$ cat src/hw/stream_pkg.sv
// Stream definitions shared by the buffer blocks
// Beat layout and the output stage state type

package stream_pkg;

    // Payload bits carried by one beat
    localparam int data_width = 8;

    // One beat on the stream
    // last flags the final beat of a frame
    typedef struct packed {
        logic [data_width-1:0] data;
        logic                  last;
    } stream_beat_t;

    // Number of beats held in the output stage
    // Value matches the count so it can be used in arithmetic
    typedef enum logic [1:0] {
        os_empty = 2'd0,
        os_one   = 2'd1,
        os_two   = 2'd2
    } out_state_e;

endpackage
$ cat src/hw/fifo_pkg.sv
// Storage definitions for the stream FIFO
// Depth, pointer widths and the RAM port bundles

package fifo_pkg;

    // Number of RAM entries
    localparam int fifo_depth = 8;

    // RAM address bits
    localparam int addr_width = $clog2(fifo_depth);

    // Pointers carry one extra wrap bit to tell full from empty
    localparam int ptr_width = addr_width + 1;

    // Fill level spans 0 to fifo_depth inclusive
    localparam int level_width = ptr_width;

    // RAM write port
    typedef struct packed {
        logic                       wr_en;
        logic [addr_width-1:0]      wr_addr;
        stream_pkg::stream_beat_t   wr_data;
    } ram_wr_t;

    // RAM read port, data returns one cycle later
    typedef struct packed {
        logic                  rd_en;
        logic [addr_width-1:0] rd_addr;
    } ram_rd_t;

endpackage

$ cat src/hw/stream_buffer.sv
// Stream buffer top level
// Valid/ready ingress into a FIFO, drained through the output stage

module stream_buffer (
    input  logic                                clk,
    input  logic                                n_rst,
    input  logic                                flush,
    input  logic                                in_valid,
    output logic                                in_ready,
    input  stream_pkg::stream_beat_t            in_beat,
    output logic                                out_valid,
    input  logic                                out_ready,
    output stream_pkg::stream_beat_t            out_beat,
    output logic [fifo_pkg::level_width-1:0]    level
);

    // FIFO status and handshake
    logic full;
    logic empty;
    logic push;
    logic pop;

    // FIFO read data into the output stage
    stream_pkg::stream_beat_t fifo_rd_data;

    // Nothing is accepted during a flush
    assign in_ready = ~full & ~flush;
    assign push     = in_valid & in_ready;

    // Storage
    sync_fifo u_fifo (
        .clk       (clk),
        .n_rst     (n_rst),
        .flush     (flush),
        .push      (push),
        .push_beat (in_beat),
        .full      (full),
        .pop       (pop),
        .empty     (empty),
        .rd_data   (fifo_rd_data),
        .level     (level)
    );

    // Egress
    fifo_out_stage u_out_stage (
        .clk       (clk),
        .n_rst     (n_rst),
        .flush     (flush),
        .empty     (empty),
        .pop       (pop),
        .rd_data   (fifo_rd_data),
        .out_valid (out_valid),
        .out_ready (out_ready),
        .out_beat  (out_beat)
    );

endmodule

$ cat src/hw/fifo_out_stage.sv
// FIFO output stage with two beats of buffering
// Hides the RAM read latency and drives a valid/ready egress port

module fifo_out_stage (
    input  logic                     clk,
    input  logic                     n_rst,
    input  logic                     flush,
    input  logic                     empty,
    output logic                     pop,
    input  stream_pkg::stream_beat_t rd_data,
    output logic                     out_valid,
    input  logic                     out_ready,
    output stream_pkg::stream_beat_t out_beat
);

    // Held beat count
    stream_pkg::out_state_e state;
    stream_pkg::out_state_e state_nxt;

    // Read issued last cycle, data on rd_data now
    logic in_flight;

    // Head is presented, second waits behind it
    stream_pkg::stream_beat_t head;
    stream_pkg::stream_beat_t second;

    // Egress transfer this cycle
    logic out_xfer;

    // Beats held after this edge counting the returning read
    logic [2:0] fill_after;

    assign out_valid = (state != stream_pkg::os_empty);
    assign out_beat  = head;
    assign out_xfer  = out_valid & out_ready;

    // No underflow since a transfer implies a held beat
    assign fill_after = {1'b0, state} + {2'b0, in_flight} - {2'b0, out_xfer};

    // Pop only if the beat it returns will find a free slot
    // Counting the departing beat keeps one beat per cycle flowing
    assign pop = ~empty & (fill_after < 3'd2);

    // Next count from arrival and departure
    always_comb begin
        state_nxt = state;
        case (state)
            stream_pkg::os_empty: begin
                if (in_flight) begin
                    state_nxt = stream_pkg::os_one;
                end
            end
            stream_pkg::os_one: begin
                if (out_xfer && !in_flight) begin
                    state_nxt = stream_pkg::os_empty;
                end else if (!out_xfer && in_flight) begin
                    state_nxt = stream_pkg::os_two;
                end
            end
            stream_pkg::os_two: begin
                // No read is in flight here
                if (out_xfer) begin
                    state_nxt = stream_pkg::os_one;
                end
            end
            default: begin
                state_nxt = stream_pkg::os_empty;
            end
        endcase
    end

    // Count and in-flight flag, flush drops any pending read
    always_ff @(posedge clk, negedge n_rst) begin
        if (!n_rst) begin
            state     <= stream_pkg::os_empty;
            in_flight <= 1'b0;
        end else if (flush) begin
            state     <= stream_pkg::os_empty;
            in_flight <= 1'b0;
        end else begin
            state     <= state_nxt;
            in_flight <= pop;
        end
    end

    // Beat slots
    always_ff @(posedge clk) begin
        case (state)
            stream_pkg::os_empty: begin
                if (in_flight) begin
                    head <= rd_data;
                end
            end
            stream_pkg::os_one: begin
                // Arriving beat replaces a leaving head, else queues behind it
                if (in_flight && out_xfer) begin
                    head <= rd_data;
                end else if (in_flight) begin
                    second <= rd_data;
                end
            end
            stream_pkg::os_two: begin
                if (out_xfer) begin
                    head <= second;
                end
            end
            default: begin
                head <= head;
            end
        endcase
    end

    // Egress beat holds while stalled
    out_beat_stable: assert property (
        @(posedge clk) disable iff (!n_rst)
        (out_valid && !out_ready && !flush) |=> $stable(out_beat)
    ) else $error("out_beat changed under back-pressure");

    // Pop gating keeps a full stage from having a read outstanding
    no_overrun: assert property (
        @(posedge clk) disable iff (!n_rst)
        !(state == stream_pkg::os_two && in_flight)
    ) else $error("read in flight with both slots held");

endmodule

$ cat src/hw/sync_fifo.sv
// Synchronous FIFO on a dual-port RAM
// Wrap-bit pointers give full, empty and the fill level; flush empties it

module sync_fifo (
    input  logic                                clk,
    input  logic                                n_rst,
    input  logic                                flush,
    input  logic                                push,
    input  stream_pkg::stream_beat_t            push_beat,
    output logic                                full,
    input  logic                                pop,
    output logic                                empty,
    output stream_pkg::stream_beat_t            rd_data,
    output logic [fifo_pkg::level_width-1:0]    level
);

    // Index of the wrap bit
    localparam int wrap_bit = fifo_pkg::ptr_width - 1;

    // Pointers with wrap bit on top
    logic [fifo_pkg::ptr_width-1:0] wr_ptr;
    logic [fifo_pkg::ptr_width-1:0] rd_ptr;

    // Pointer enables
    logic wr_ptr_en;
    logic rd_ptr_en;

    // RAM port bundles
    fifo_pkg::ram_wr_t ram_wr;
    fifo_pkg::ram_rd_t ram_rd;

    // Writes are dropped when full
    assign wr_ptr_en = push & ~full;

    // Output stage only pops a non-empty FIFO
    assign rd_ptr_en = pop;

    // Full when addresses match and wrap bits differ
    assign full  = ({~wr_ptr[wrap_bit], wr_ptr[wrap_bit-1:0]} == rd_ptr);
    assign empty = (wr_ptr == rd_ptr);

    // Modulo difference stays correct across the wrap
    assign level = wr_ptr - rd_ptr;

    // RAM is addressed without the wrap bit
    assign ram_wr.wr_en   = wr_ptr_en;
    assign ram_wr.wr_addr = wr_ptr[wrap_bit-1:0];
    assign ram_wr.wr_data = push_beat;

    assign ram_rd.rd_en   = rd_ptr_en;
    assign ram_rd.rd_addr = rd_ptr[wrap_bit-1:0];

    // Write pointer
    always_ff @(posedge clk, negedge n_rst) begin
        if (!n_rst) begin
            wr_ptr <= '0;
        end else if (flush) begin
            wr_ptr <= '0;
        end else if (wr_ptr_en) begin
            wr_ptr <= wr_ptr + 1'b1;
        end
    end

    // Read pointer
    always_ff @(posedge clk, negedge n_rst) begin
        if (!n_rst) begin
            rd_ptr <= '0;
        end else if (flush) begin
            rd_ptr <= '0;
        end else if (rd_ptr_en) begin
            rd_ptr <= rd_ptr + 1'b1;
        end
    end

    // Storage
    dp_ram fifo_mem (
        .clk     (clk),
        .n_rst   (n_rst),
        .wr      (ram_wr),
        .rd      (ram_rd),
        .rd_data (rd_data)
    );

    // Pointers never drift further apart than the RAM depth
    level_in_range: assert property (
        @(posedge clk) disable iff (!n_rst)
        int'(level) <= fifo_pkg::fifo_depth
    ) else $error("sync_fifo level beyond depth");

    // Output stage must check empty before popping
    no_pop_empty: assert property (
        @(posedge clk) disable iff (!n_rst)
        empty |-> !pop
    ) else $error("sync_fifo popped while empty");

endmodule

$ cat src/hw/dp_ram.sv
// Dual-port RAM for the FIFO storage
// One write port and one read port with a registered output

module dp_ram (
    input  logic                     clk,
    input  logic                     n_rst,
    input  fifo_pkg::ram_wr_t        wr,
    input  fifo_pkg::ram_rd_t        rd,
    output stream_pkg::stream_beat_t rd_data
);

    // Storage array
    stream_pkg::stream_beat_t mem [fifo_pkg::fifo_depth];

    // Write port
    always_ff @(posedge clk) begin
        if (wr.wr_en) begin
            mem[wr.wr_addr] <= wr.wr_data;
        end
    end

    // Read port, output held between reads
    always_ff @(posedge clk, negedge n_rst) begin
        if (!n_rst) begin
            rd_data <= '0;
        end else if (rd.rd_en) begin
            rd_data <= mem[rd.rd_addr];
        end
    end

    // An enabled port must see a known address
    wr_addr_known: assert property (
        @(posedge clk) disable iff (!n_rst)
        wr.wr_en |-> !$isunknown(wr.wr_addr)
    ) else $error("dp_ram write with unknown address");

    rd_addr_known: assert property (
        @(posedge clk) disable iff (!n_rst)
        rd.rd_en |-> !$isunknown(rd.rd_addr)
    ) else $error("dp_ram read with unknown address");

endmodule

$ cat config.mk
export PLATFORM = sky130hd
export DESIGN_NAME = stream_buffer
export DESIGN_NICKNAME = d
export VERILOG_FILES = /design/src/hw/stream_pkg.sv /design/src/hw/fifo_pkg.sv /design/src/hw/stream_buffer.sv /design/src/hw/fifo_out_stage.sv /design/src/hw/sync_fifo.sv /design/src/hw/dp_ram.sv
export SDC_FILE = /design/constraint.sdc
export NUM_CORES = 1
export LEC_CHECK = 0
export BUFFER_PORTS_ARGS = -buffer_cell sky130_fd_sc_hd__buf_2
export CAP_MARGIN = 5
export CORE_MARGIN = 4
export CORE_UTILIZATION = 62
export CTS_CLUSTER_SIZE = 30
export DETAILED_ROUTE_END_ITERATION = 10
export GPL_TIMING_DRIVEN = 0
export HOLD_SLACK_MARGIN = 0.03
export PLACE_DENSITY_LB_ADDON = 0.1
export SLEW_MARGIN = 20
export SYNTH_ARGS = -nofsm -noshare
export SYNTH_HDL_FRONTEND = slang
export SYNTH_SLANG_ARGS = --single-unit
$ cat constraint.sdc
create_clock -name clk -period 7.7 [get_ports clk]
set_input_delay 1.54 -clock clk [delete_from_list [all_inputs] [get_ports clk]]
set_output_delay 1.54 -clock clk [all_outputs]
set_load 0.05 [all_outputs]
== After elaboration in Yosys (flattened, before gate mapping) ==
Memory sizes are Yosys's and may differ from the RTL's. A register that Yosys moved wholly into a read port is not among the register bits.
Index checks and enable logic that the tools add are counted.

* Flip-flop bits (word level): 29
* RAM bits: 72
* Bits of input ports: 14
* Memories: 1

* Add/sub/neg operators: 5
* $lt $le $gt $ge: 1
* Equal/unequal tests: 10
* Multiplexer cells: 17
* Bitwise logic cells: 10
* Reduce and logical (&&, ||, !) cells: 14

{| class="wikitable"
|+ Memories
! name !! words !! width !! rd ports !! clocked after Yosys merged registers in !! wr ports !! RTL line !! source
|-
| u_fifo.fifo_mem.mem || 8 || 9 || 1 || 1 || 1 || dp_ram.sv:13 || <nowiki>stream_pkg::stream_beat_t mem [fifo_pkg::fifo_depth];</nowiki>
|}

{| class="wikitable"
|+ Operator list
! cell !! number
|-
| two-way mux 9 bit || 3
|-
| one-hot mux 9 bit (3 select lines) || 1
|-
| two-way mux 4 bit || 4
|-
| two-way mux 2 bit || 5
|-
| adder 4 x 1 -> 4 bit, second input constant || 2
|-
| == test 4 bit || 2
|-
| != test 2 x 1 -> 1 bit, second input constant || 3
|-
| != test 3 x 2 -> 1 bit, second input constant || 2
|-
| one-hot mux 2 bit (3 select lines) || 1
|-
| AND reduction 3 bit || 2
|-
| nonzero test 2 bit || 3
|-
| bitwise AND 1 bit || 5
|-
| NOT 1 bit || 5
|-
| != test 4 x 2 -> 1 bit, second input constant || 1
|-
| AND reduction 4 bit || 1
|-
| subtractor 4 bit || 1
|-
| adder 2 x 1 -> 3 bit || 1
|-
| logical AND 1 bit || 3
|-
| logical NOT 1 bit || 3
|-
| less-than comparator 3 x 2 -> 1 bit, second input constant || 1
|-
| two-way mux 1 bit || 3
|-
| nonzero test 3 bit || 1
|-
| subtractor 3 x 1 -> 3 bit || 1
|-
| == test 2 x 1 -> 1 bit, second input constant || 1
|-
| other kinds (2) || 2
|}

== Logic depth before layout (Yosys ltp) ==
Gate-level depths: netlist of run 1.

* Depth after elaboration: 8
* Depth in mapped cells: 10
* Mapped depth without buffers: 9

== Hierarchy ==
From an unflattened synthesis of run 1, not the netlist that was laid out.

* Cells, all modules: 299
* Area, all modules: 4712.0 um^2

{| class="wikitable"
|+ Modules (own cells, without submodules)
! module !! instances !! cells each !! area an instance (um^2)
|-
| dp_ram || 1 || 188 || 3256.9
|-
| fifo_out_stage || 1 || 56 || 903.4
|-
| sync_fifo || 1 || 53 || 535.5
|-
| stream_buffer || 1 || 2 || 16.3
|}

== Worst setup path before layout of run 1 ==
No wires, ideal clock.

* Path kind: input port to output port
* From: input flush
* To: output in_ready
* Data arrival time: 2369 ps
* Data required time: 6160 ps
* Slack: 3791 ps
* Stages on the path: 1
* Buffers on the path: 0
* Cell sequence: a21oi_1

* Word-level cells in the longest chain between the ends: 2

{| class="wikitable"
|+ Ends and longest elaborated chain
! what !! RTL line !! source
|-
| start, declared || stream_buffer.sv:7 || <nowiki>input logic flush,</nowiki>
|-
| NOT 1 bit || stream_buffer.sv:27 || <nowiki>assign in_ready = ~full & ~flush;</nowiki>
|-
| bitwise AND 1 bit || stream_buffer.sv:27 ||
|-
| end, declared || stream_buffer.sv:9 || <nowiki>output logic in_ready,</nowiki>
|}

Every way passes these cells.

== Final worst setup path of run 1 ==
* From: register u_fifo.rd_ptr[2] (netlist bit)
* To: output in_ready

* Word-level cells in the longest chain between the ends: 3

{| class="wikitable"
|+ Ends and longest elaborated chain
! what !! RTL line !! source
|-
| start, declared || sync_fifo.sv:22 || <nowiki>logic [fifo_pkg::ptr_width-1:0] rd_ptr;</nowiki>
|-
| start signal, assigned || sync_fifo.sv:71 || <nowiki>rd_ptr <= rd_ptr + 1'b1;</nowiki>
|-
| == test 4 bit || sync_fifo.sv:39 || <nowiki>assign full = ({~wr_ptr[wrap_bit], wr_ptr[wrap_bit-1:0]} == rd_ptr);</nowiki>
|-
| NOT 1 bit || stream_buffer.sv:27 ||
|-
| bitwise AND 1 bit || stream_buffer.sv:27 ||
|}

Every way passes these cells.

==> results of run 1 <==
==> state kept, by name (all words and copies together) (netlist names) <==
name and cells:
u_fifo.fifo_mem.mem 72, u_fifo.fifo_mem.rd_data 9, u_out_stage.out_beat 9, u_out_stage.second 9, u_fifo.rd_ptr 4, u_fifo.wr_ptr 4
u_out_stage.state 2, u_out_stage.in_flight 1
==> kinds of logic (layout without fill, tap and decap cells) <==
kind of cell,after synthesis,in the layout,synth area share [%]
flip-flops,110,110,71.9
buffers and inverters,21,67,1.88
multiplexers,41,41,14.6
AND/OR/NAND/NOR,44,44,4.49
AO/OA/AOI/OAI,22,22,3.03
adder cells (fa/ha/maj),8,8,2.58
XOR/XNOR,7,7,1.55
==> report_power, final <==
group	switching, mW	internal, mW	total (mW)
combinational	0.351	0.207	0.558
sequential	0.0388	0.730	0.769
clock	0.195	0.122	0.317
total	0.584	1.06	1.64
==> worst min-delay path by stage <==
stage,end,slack (ps),cells past startpoint,from
floorplan,u_out_stage.second[0],440,0,u_fifo.fifo_mem.rd_data[0]
global placement,u_out_stage.second[8],460,0,u_fifo.fifo_mem.rd_data[8]
detailed placement,u_out_stage.second[6],460,0,u_fifo.fifo_mem.rd_data[6]
CTS,u_out_stage.second[6],490,0,u_fifo.fifo_mem.rd_data[6]
global route,u_out_stage.second[4],510,0,u_fifo.fifo_mem.rd_data[4]
finish,u_out_stage.second[8],490,0,u_fifo.fifo_mem.rd_data[8]
==> worst max-delay path, cell delays in order, from the launching register on <==
cell	delay, ps
dfrtp_1	370
clkbuf_1	640
inv_1	180
ha_1	380
and3_1	230
a21oi_1	260
buf_2	320
==> layout by cell type (no fill, tap or decap), types with 3 or more instances in the layout <==
| cell | n |
|---|---|
| a21oi_1 | 5 |
| buf_2 | 32 |
| clkbuf_1 | 4 |
| clkbuf_8 | 9 |
| dfrtp_1 | 20 |
| edfxtp_1 | 90 |
| ha_1 | 6 |
| inv_1 | 12 |
| mux2_2 | 10 |
| mux2i_1 | 13 |
| mux4_2 | 18 |
| nand2_1 | 16 |
| nand3_1 | 3 |
| nor2_1 | 12 |
| o21ai_0 | 11 |
| xnor2_1 | 4 |
==> stage by stage <==
| stage | worst slack (ps) | utilization [%] | instances | total power [mW] |
|---|---|---|---|---|
| 2_1_floorplan | 3790 | - | 253 | 1.21 |
| 3_3_place_gp | 3820 | 68.6 | 377 | 1.33 |
| 3_5_place_dp | 3870 | 69.1 | 379 | 1.35 |
| 4_1_cts | 3460 | 71.8 | 395 | 1.66 |
| 5_1_grt | 3310 | 71.8 | 395 | 1.73 |
| 6_report | 3440 | 71.8 | 395 | 1.64 |
==> routing by layer <==
metal  routed length [um]  vias to the layer above
li1                     -                     1044
met1                 3160                     1132
met2                 3850                       47
met3                  322                        7
met4                   70                        0
met5                    0                        -
==> cell type report <==
type                       count  area, um2
tap                           96        120
sequential                   110       3200
timing repair buffer          30        155
clock inverter                 7       58.8
buffer                         9       38.8
clock buffer                   9        124
inverter                      12       45.0
fill                         435       1930
multi-input combinational    122       1190
==> flow_summary.toml, run 1 <==
[outcome]
status = "completed"

[timing]
setup_tns_ps = 0
max_slew.worst_pin.slew_ps = 1020
setup_viol = 0
holdWs_ps = 488
period_share_pct = 55.4
max_freq_mhz = 235
finClkSkew_ps = 11.0
rsz0062_at_grt = "no"
finalMaxSlewViolations = 0
period_needed_ps = 4260
final_hold_viol_count = 0
max_slew_margin_pct = 31.6

[routing]
drtIter0Drc = 114
drc = 0
avgRoutedWirePerCell_um = 18.8
first_pass_iters = 4
routed_wl_mm = 7.41
num_vias = 2230
ant_nets = 0
vias_per_cell = 5.65

[global_routing]
grtUsageMet3_pct = 3.57
grt.busiest_layer = "met2"
grtUsageTotal_pct = 18.9
grt_use_met1_pct = 24.9
grt_pass1_vias = 2295
gr-usage-met2_pct = 31.8
grt_pass1_wl_mm = 12.0
grt_max_degree = 21
antenna_found_initial = 0
grt_overflow = 0

[clocking]
cts_tree = "done"
cts_hold_buffers = 0
cts_sinks = 110
cts_root_buffer = "clkbuf_8"
htreeDepth = 3
post-cts-setup-buffers = 0
cts_buffers = 9
clock_latency_ps = 360
cts_max_path_buffers = 2
cts_resized = 0
path_clk_slew_ps = 110

[critical_path]
arrival_ps = 2720
crit_path_end_kind = "output pin"
r2r_cells = 6
cp.required_ps = 6160
worstPathMaxFanout = 10
crit_end = "in_ready"
reg2reg_from = "u_fifo.rd_ptr[2]"
critPathLaunchType = "flop"
rr_endpoint = "u_fifo.fifo_mem.mem[5][0]"
r2r_slack_ps = 4240
startpoint = "u_fifo.rd_ptr[2]"
crit_type = "flop to output pin"

[floorplan]
ios = 29
die_h_um = 92.8
die_w_um = 92.8
start_util_pct = 64.8
core_area_mm2 = 0.00687
num_rows = 30
die_area_mm2 = 0.00860

[synth]
yosys_warnings = 0
synth_top_area_share_pct = 60.7
synthCells = 253
synth_top_flop_cell = "edfxtp_1"
synth_area_per_cell_um2 = 17.6
synth_top_cells_by_count = "90 x edfxtp_1, 20 x dfrtp_1, 18 x mux4_2"
ys_seq_area_share_pct = 71.9
yosys-top-cells-area = "edfxtp_1 61%, dfrtp_1 11%, mux4_2 9.1%"
synth-edff-count = 90
synth_cell_types = 34
synth.most_common_cell = "edfxtp_1"
synth-async-reset-ratio_pct = 18.2
synth_top_area_cell = "edfxtp_1"
synthesis.area_mm2 = 0.00445
ys_ff_latch = 110
synth_fp_nets = 275

[finish]
finalInstanceArea_mm2 = 0.00493
nets = 316
diodes = 0
area_delta_synth_final_pct = 10.8
drive_above_1_share_pct = 29.1

[placed_design]
place.gp.congestion = 0.811
portBuffers = 28
detailed_place_hpwl_mm = 5.10
dpl-instance-area_mm2 = 0.00475

[power_and_ir_drop]
p_per_area_mw_per_mm2 = 333
p_leak_nw = 1.75
peakVddDrop_mv = 0.235

[job]
drv_cap = 0

[min_path]
hold_path.class = "flop to flop"
Note: power is estimated with default switching activity, not from simulation.
==> inputs of run 2 (changes only) <==
--- a/config.mk
+++ b/config.mk
@@ -8,7 +8,7 @@
 export BUFFER_PORTS_ARGS = -buffer_cell sky130_fd_sc_hd__buf_2
 export CAP_MARGIN = 5
 export CORE_MARGIN = 4
-export CORE_UTILIZATION = 62
+export CORE_UTILIZATION = 54
 export CTS_CLUSTER_SIZE = 30
 export DETAILED_ROUTE_END_ITERATION = 10
 export GPL_TIMING_DRIVEN = 0
==> constraint.sdc (replaced) <==
create_clock -name clk -period 3.9 [get_ports clk]
set_input_delay 0.78 -clock clk [delete_from_list [all_inputs] [get_ports clk]]
set_output_delay 0.78 -clock clk [all_outputs]
set_load 0.05 [all_outputs]
==> flow_summary.toml, run 2 (same netlist as run 1, synthesis figures left out) <==
[outcome]
status = "completed"

[clocking]
cts_buffers = 9
cts_resized = 0
clock_latency_ps = 360
cts_root_buffer = "clkbuf_8"
post-cts-setup-buffers = 0
cts_sinks = 110
cts_max_path_buffers = 2
cts_tree = "done"
path_clk_slew_ps = 100
htreeDepth = 3
cts_hold_buffers = 0

[critical_path]
crit_type = "flop to output pin"
crit_path_end_kind = "output pin"
critPathLaunchType = "flop"
crit_family = "buffers and inverters"
crit_chain = "clkbuf_1, inv_1, ha_1, and3_1, a21oi_1, buf_2"
slowest_delay_ps = 650
worstPathMaxFanout = 10
arrival_ps = 2700
cp_slowest_cell = "clkbuf_1"
worst-path-buf-inv = 3
cp.required_ps = 3120

[global_routing]
grt_pass1_vias = 2207
antenna_found_initial = 0
grt_pass1_wl_mm = 12.0
grtUsageTotal_pct = 16.3
grt_max_degree = 21
grt_overflow = 0

[floorplan]
start_util_pct = 56.5
num_rows = 32
die_w_um = 98.8
core_area_mm2 = 0.00789
ios = 29
die_h_um = 98.8
die_area_mm2 = 0.00977

[timing]
setup_viol = 0
holdWs_ps = 358
finalMaxSlewViolations = 0
max_slew_margin_pct = 32.9
max_slew.worst_pin.slew_ps = 1000
max_freq_mhz = 288
finClkSkew_ps = 12.1
period_needed_ps = 3480
fin_ws_ps = 425
rsz0062_at_grt = "no"
final_hold_viol_count = 0
period_share_pct = 89.1

[finish]
final_common_cell = "edfxtp_1"
final_cell_mix = "90 x edfxtp_1, 32 x buf_2, 20 x dfrtp_1, 18 x mux4_2, 16 x nand2_1"
largest-register = "u_fifo.fifo_mem.mem"
largest_reg_flops = 72
diodes = 0
area_delta_synth_final_pct = 10.8
drive_above_1_share_pct = 28.4
nets = 316
fin_cells = 401

[placed_design]
place.gp.congestion = 0.786
detailed_place_hpwl_mm = 5.12
placed_cells = 385
portBuffers = 28
pre_cts_slack_ps = 411

[power_and_ir_drop]
p_per_area_mw_per_mm2 = 656
peakVddDrop_mv = 0.278
total_power_mw = 3.24
p_leak_nw = 1.75

[job]
drv_cap = 0

[routing]
num_vias = 2232
drtIter0Drc = 156
drc = 0
avgRoutedWirePerCell_um = 18.7
vias_per_cell = 5.57
routed_wl_mm = 7.50
ant_nets = 0
first_pass_iters = 4

[min_path]
hold_path.class = "input port to asynchronous set/reset pin"
==> run 2: changes by cell type in the layout (fill, tap and decap cells not counted) <==
cell,before,now
nor2_2,1,0
nor2_1,12,13
clkinv_4,0,1
clkinv_2,2,1
buf_6,0,1
buf_4,2,1
clkbuf_1,4,5
clkinv_8,1,0
==> run 2: power by group <==
part	total (mW)	switching, mW	internal, mW	leakage (nW)
logic	1.11	0.698	0.410	0.591
clock network	0.614	0.376	0.237	0.0833
registers	1.52	0.0768	1.44	1.08
==> run 2: worst register-to-register path, delay by kind of cell, from the launching register on <==
family	cells	cell delay (ps)
AOI/OAI and AO/OA	1	480
adders and majority gates	1	380
buffers and inverters	2	840
DFF	1	370
and+or+nand+nor	2	1020
==> run 2: area by class of cell <==
cell class / count / area (um2)
well taps: 102 / 128
plain buffers: 9 / 38.8
clock inverters: 6 / 46.3
fillers: 582 / 2950
flip-flops and latches: 110 / 3200
repair buffers: 30 / 159
multi-input cells: 122 / 1190
clock buffers: 10 / 128
inverters: 12 / 45.0
==> run 2: worst paths after layout <==
kind	start	to	slack [ps]	cells after the start
min in group clk	u_fifo.fifo_mem.rd_data[1]	u_out_stage.second[1]	480	0
hold reg to reg	u_fifo.fifo_mem.rd_data[1]	u_out_stage.second[1]	480	0
setup / recovery	u_fifo.rd_ptr[2]	in_ready	420	6
setup reg to reg	u_fifo.rd_ptr[2]	u_fifo.fifo_mem.mem[7][4]	440	6
hold / removal	n_rst	u_fifo.wr_ptr[1]	360	1
max in group asynchronous	n_rst	u_fifo.fifo_mem.rd_data[4]	3210	1
==> run 2: stage by stage <==
| step | cell area (um2) | setup TNS, ps | utilization [%] |
|---|---|---|---|
| after CTS | 4930 | 0 | 62.6 |
| after global placement | 4720 | -964 | 59.9 |
| after floorplan | 4450 | 0 | - |
| after detailed placement | 4760 | 0 | 60.4 |
| final | 4930 | 0 | 62.6 |
| after global routing | 4930 | 0 | 62.6 |
==> run 2: routing by layer <==
layer / global-route usage (%) / part of all wire [%] / vias to the layer above / routed length, um
li1: - / - / 1050 / -
met1: 22.0 / 45 / 1139 / 3410
met2: 27.4 / 50 / 39 / 3760
met3: 3.89 / 3.7 / 4 / 279
met4: 3.47 / 0.61 / 0 / 46
met5: 0 / 0 / - / 0
==> inputs of run 3 (changes only) <==
--- a/config.mk
+++ b/config.mk
@@ -9,11 +9,11 @@
 export CAP_MARGIN = 5
 export CORE_MARGIN = 4
 export CORE_UTILIZATION = 54
-export CTS_CLUSTER_SIZE = 30
+export CTS_CLUSTER_SIZE = 16
 export DETAILED_ROUTE_END_ITERATION = 10
 export GPL_TIMING_DRIVEN = 0
 export HOLD_SLACK_MARGIN = 0.03
-export PLACE_DENSITY_LB_ADDON = 0.1
+export PLACE_DENSITY = 0.86
 export SLEW_MARGIN = 20
 export SYNTH_ARGS = -nofsm -noshare
 export SYNTH_HDL_FRONTEND = slang
==> flow_summary.toml, run 3 (same netlist as run 1, synthesis figures left out) <==
[global_routing]
grt_pass1_wl_mm = 12.1
grt_overflow = 0
grtUsageTotal_pct = 16.6
grt_pass1_vias = 2327
antenna_found_initial = 0
grt_max_degree = 21

[finish]
nets = 315
nFillCells = 569
finalCoreUtilization_pct = 62.3
largest_reg_flops = 72
final_common_cell = "edfxtp_1"
diodes = 0
drive_above_1_share_pct = 27.5
multiInputGateArea_mm2 = 0.00119
largest-register = "u_fifo.fifo_mem.mem"
finalInstanceArea_mm2 = 0.00492
seqCellArea_mm2 = 0.00320
area_delta_synth_final_pct = 10.4
final_cell_mix = "90 x edfxtp_1, 32 x buf_2, 20 x dfrtp_1, 18 x mux4_2, 16 x nand2_1"

[timing]
rsz0062_at_grt = "no"
period_share_pct = 88.7
setup_tns_ps = 0
period_needed_ps = 3460
fin_ws_ps = 441
max_freq_mhz = 289
max_slew_margin_pct = 30.2
finClkSkew_ps = 8.13
max_slew.worst_pin.slew_ps = 1040
final_hold_viol_count = 0
finalMaxSlewViolations = 0
setup_viol = 0

[floorplan]
die_h_um = 98.8
core_area_mm2 = 0.00789
num_rows = 32
die_area_mm2 = 0.00977
start_util_pct = 56.5
ios = 29
die_w_um = 98.8

[clocking]
post-cts-setup-buffers = 0
cts_max_path_buffers = 2
cts_resized = 0
cts_sinks = 110
cts_hold_buffers = 0
cts_buffers = 9
htreeDepth = 3
path_clk_slew_ps = 90
cts_root_buffer = "clkbuf_8"
clock_latency_ps = 360
cts_tree = "done"

[critical_path]
worst-path-buf-inv = 2
cp.required_ps = 3890
slowest_delay_ps = 830
crit_family = "simple AND/OR/NAND/NOR gates"
r2r_cells = 6
critPathLaunchType = "flop"
r2r_slack_ps = 440
arrival_ps = 3450
crit_type = "flop to flop"
rr_endpoint = "u_fifo.fifo_mem.mem[7][4]"
reg2reg_from = "u_fifo.rd_ptr[2]"
worstPathMaxFanout = 10
crit_chain = "clkbuf_1, inv_1, ha_1, and3_1, a2111o_1, nor2_1"
crit_path_end_kind = "flop"
cp_slowest_cell = "nor2_1"

[routing]
avgRoutedWirePerCell_um = 18.3
wirelength_met1_mm = 2.93
num_vias = 2226
drtIter0Drc = 144
wl_met2_mm = 3.95
met3_length_um = 284
vias_per_cell = 5.57
ant_nets = 0
drc = 0
first_pass_iters = 4
routed_wl_mm = 7.32
maxUsedRoutingLayer = "met4"

[power_and_ir_drop]
p_per_area_mw_per_mm2 = 651
p_leak_nw = 1.74
total_power_mw = 3.20
peakVddDrop_mv = 0.299

[job]
drv_cap = 0

[placed_design]
dpl-instance-area_mm2 = 0.00474
place.gp.congestion = 0.777
pre_cts_slack_ps = 440
detailed_place_hpwl_mm = 5.06
portBuffers = 28

[outcome]
status = "completed"

[min_path]
hold_path.class = "input port to asynchronous set/reset pin"
run 3: report_power, final:
group	leakage, nW	switching (mW)	internal (mW)
clock	0.0772	0.359	0.233
sequential	1.08	0.0747	1.44
combinational	0.585	0.685	0.409
run 3: area by class of cell:
type	instances	area share, %
inverters	12	0.916
clock inverters	5	0.738
repair buffers	29	3.00
clock buffers	11	2.67
flip-flops and latches	110	65.1
multi-input cells	122	24.1
plain buffers	9	0.789
well taps	102	2.60
run 3: through the flow:
step           cells  hold slack, ps
3_3_place_gp     383             460
2_1_floorplan    253             443
4_1_cts          400             351
5_1_grt          400             370
3_5_place_dp     384             463
6_report         400             344
run 3: per-layer routing:
metal | GRT usage [%] | vias up
met3 | 2.12 | 12
li1 | - | 1041
met5 | 0 | -
met2 | 28.9 | 49
met4 | 7.88 | 0
met1 | 20.5 | 1124
run 3: how the worst max path moves through the flow:
stage                                            to  cells after the start        startpoint  slack, ps
after global routing               u_fifo.wr_ptr[3]                      7  u_fifo.rd_ptr[2]        240
final                     u_fifo.fifo_mem.mem[7][4]                      6  u_fifo.rd_ptr[2]        440
after global placement    u_fifo.fifo_mem.mem[1][1]                      6  u_fifo.rd_ptr[2]        170
after CTS                 u_fifo.fifo_mem.mem[7][4]                      6  u_fifo.rd_ptr[2]        410
after floorplan           u_fifo.fifo_mem.mem[0][0]                      7  u_fifo.rd_ptr[2]        210
after detailed placement  u_fifo.fifo_mem.mem[7][8]                      6  u_fifo.rd_ptr[2]        440
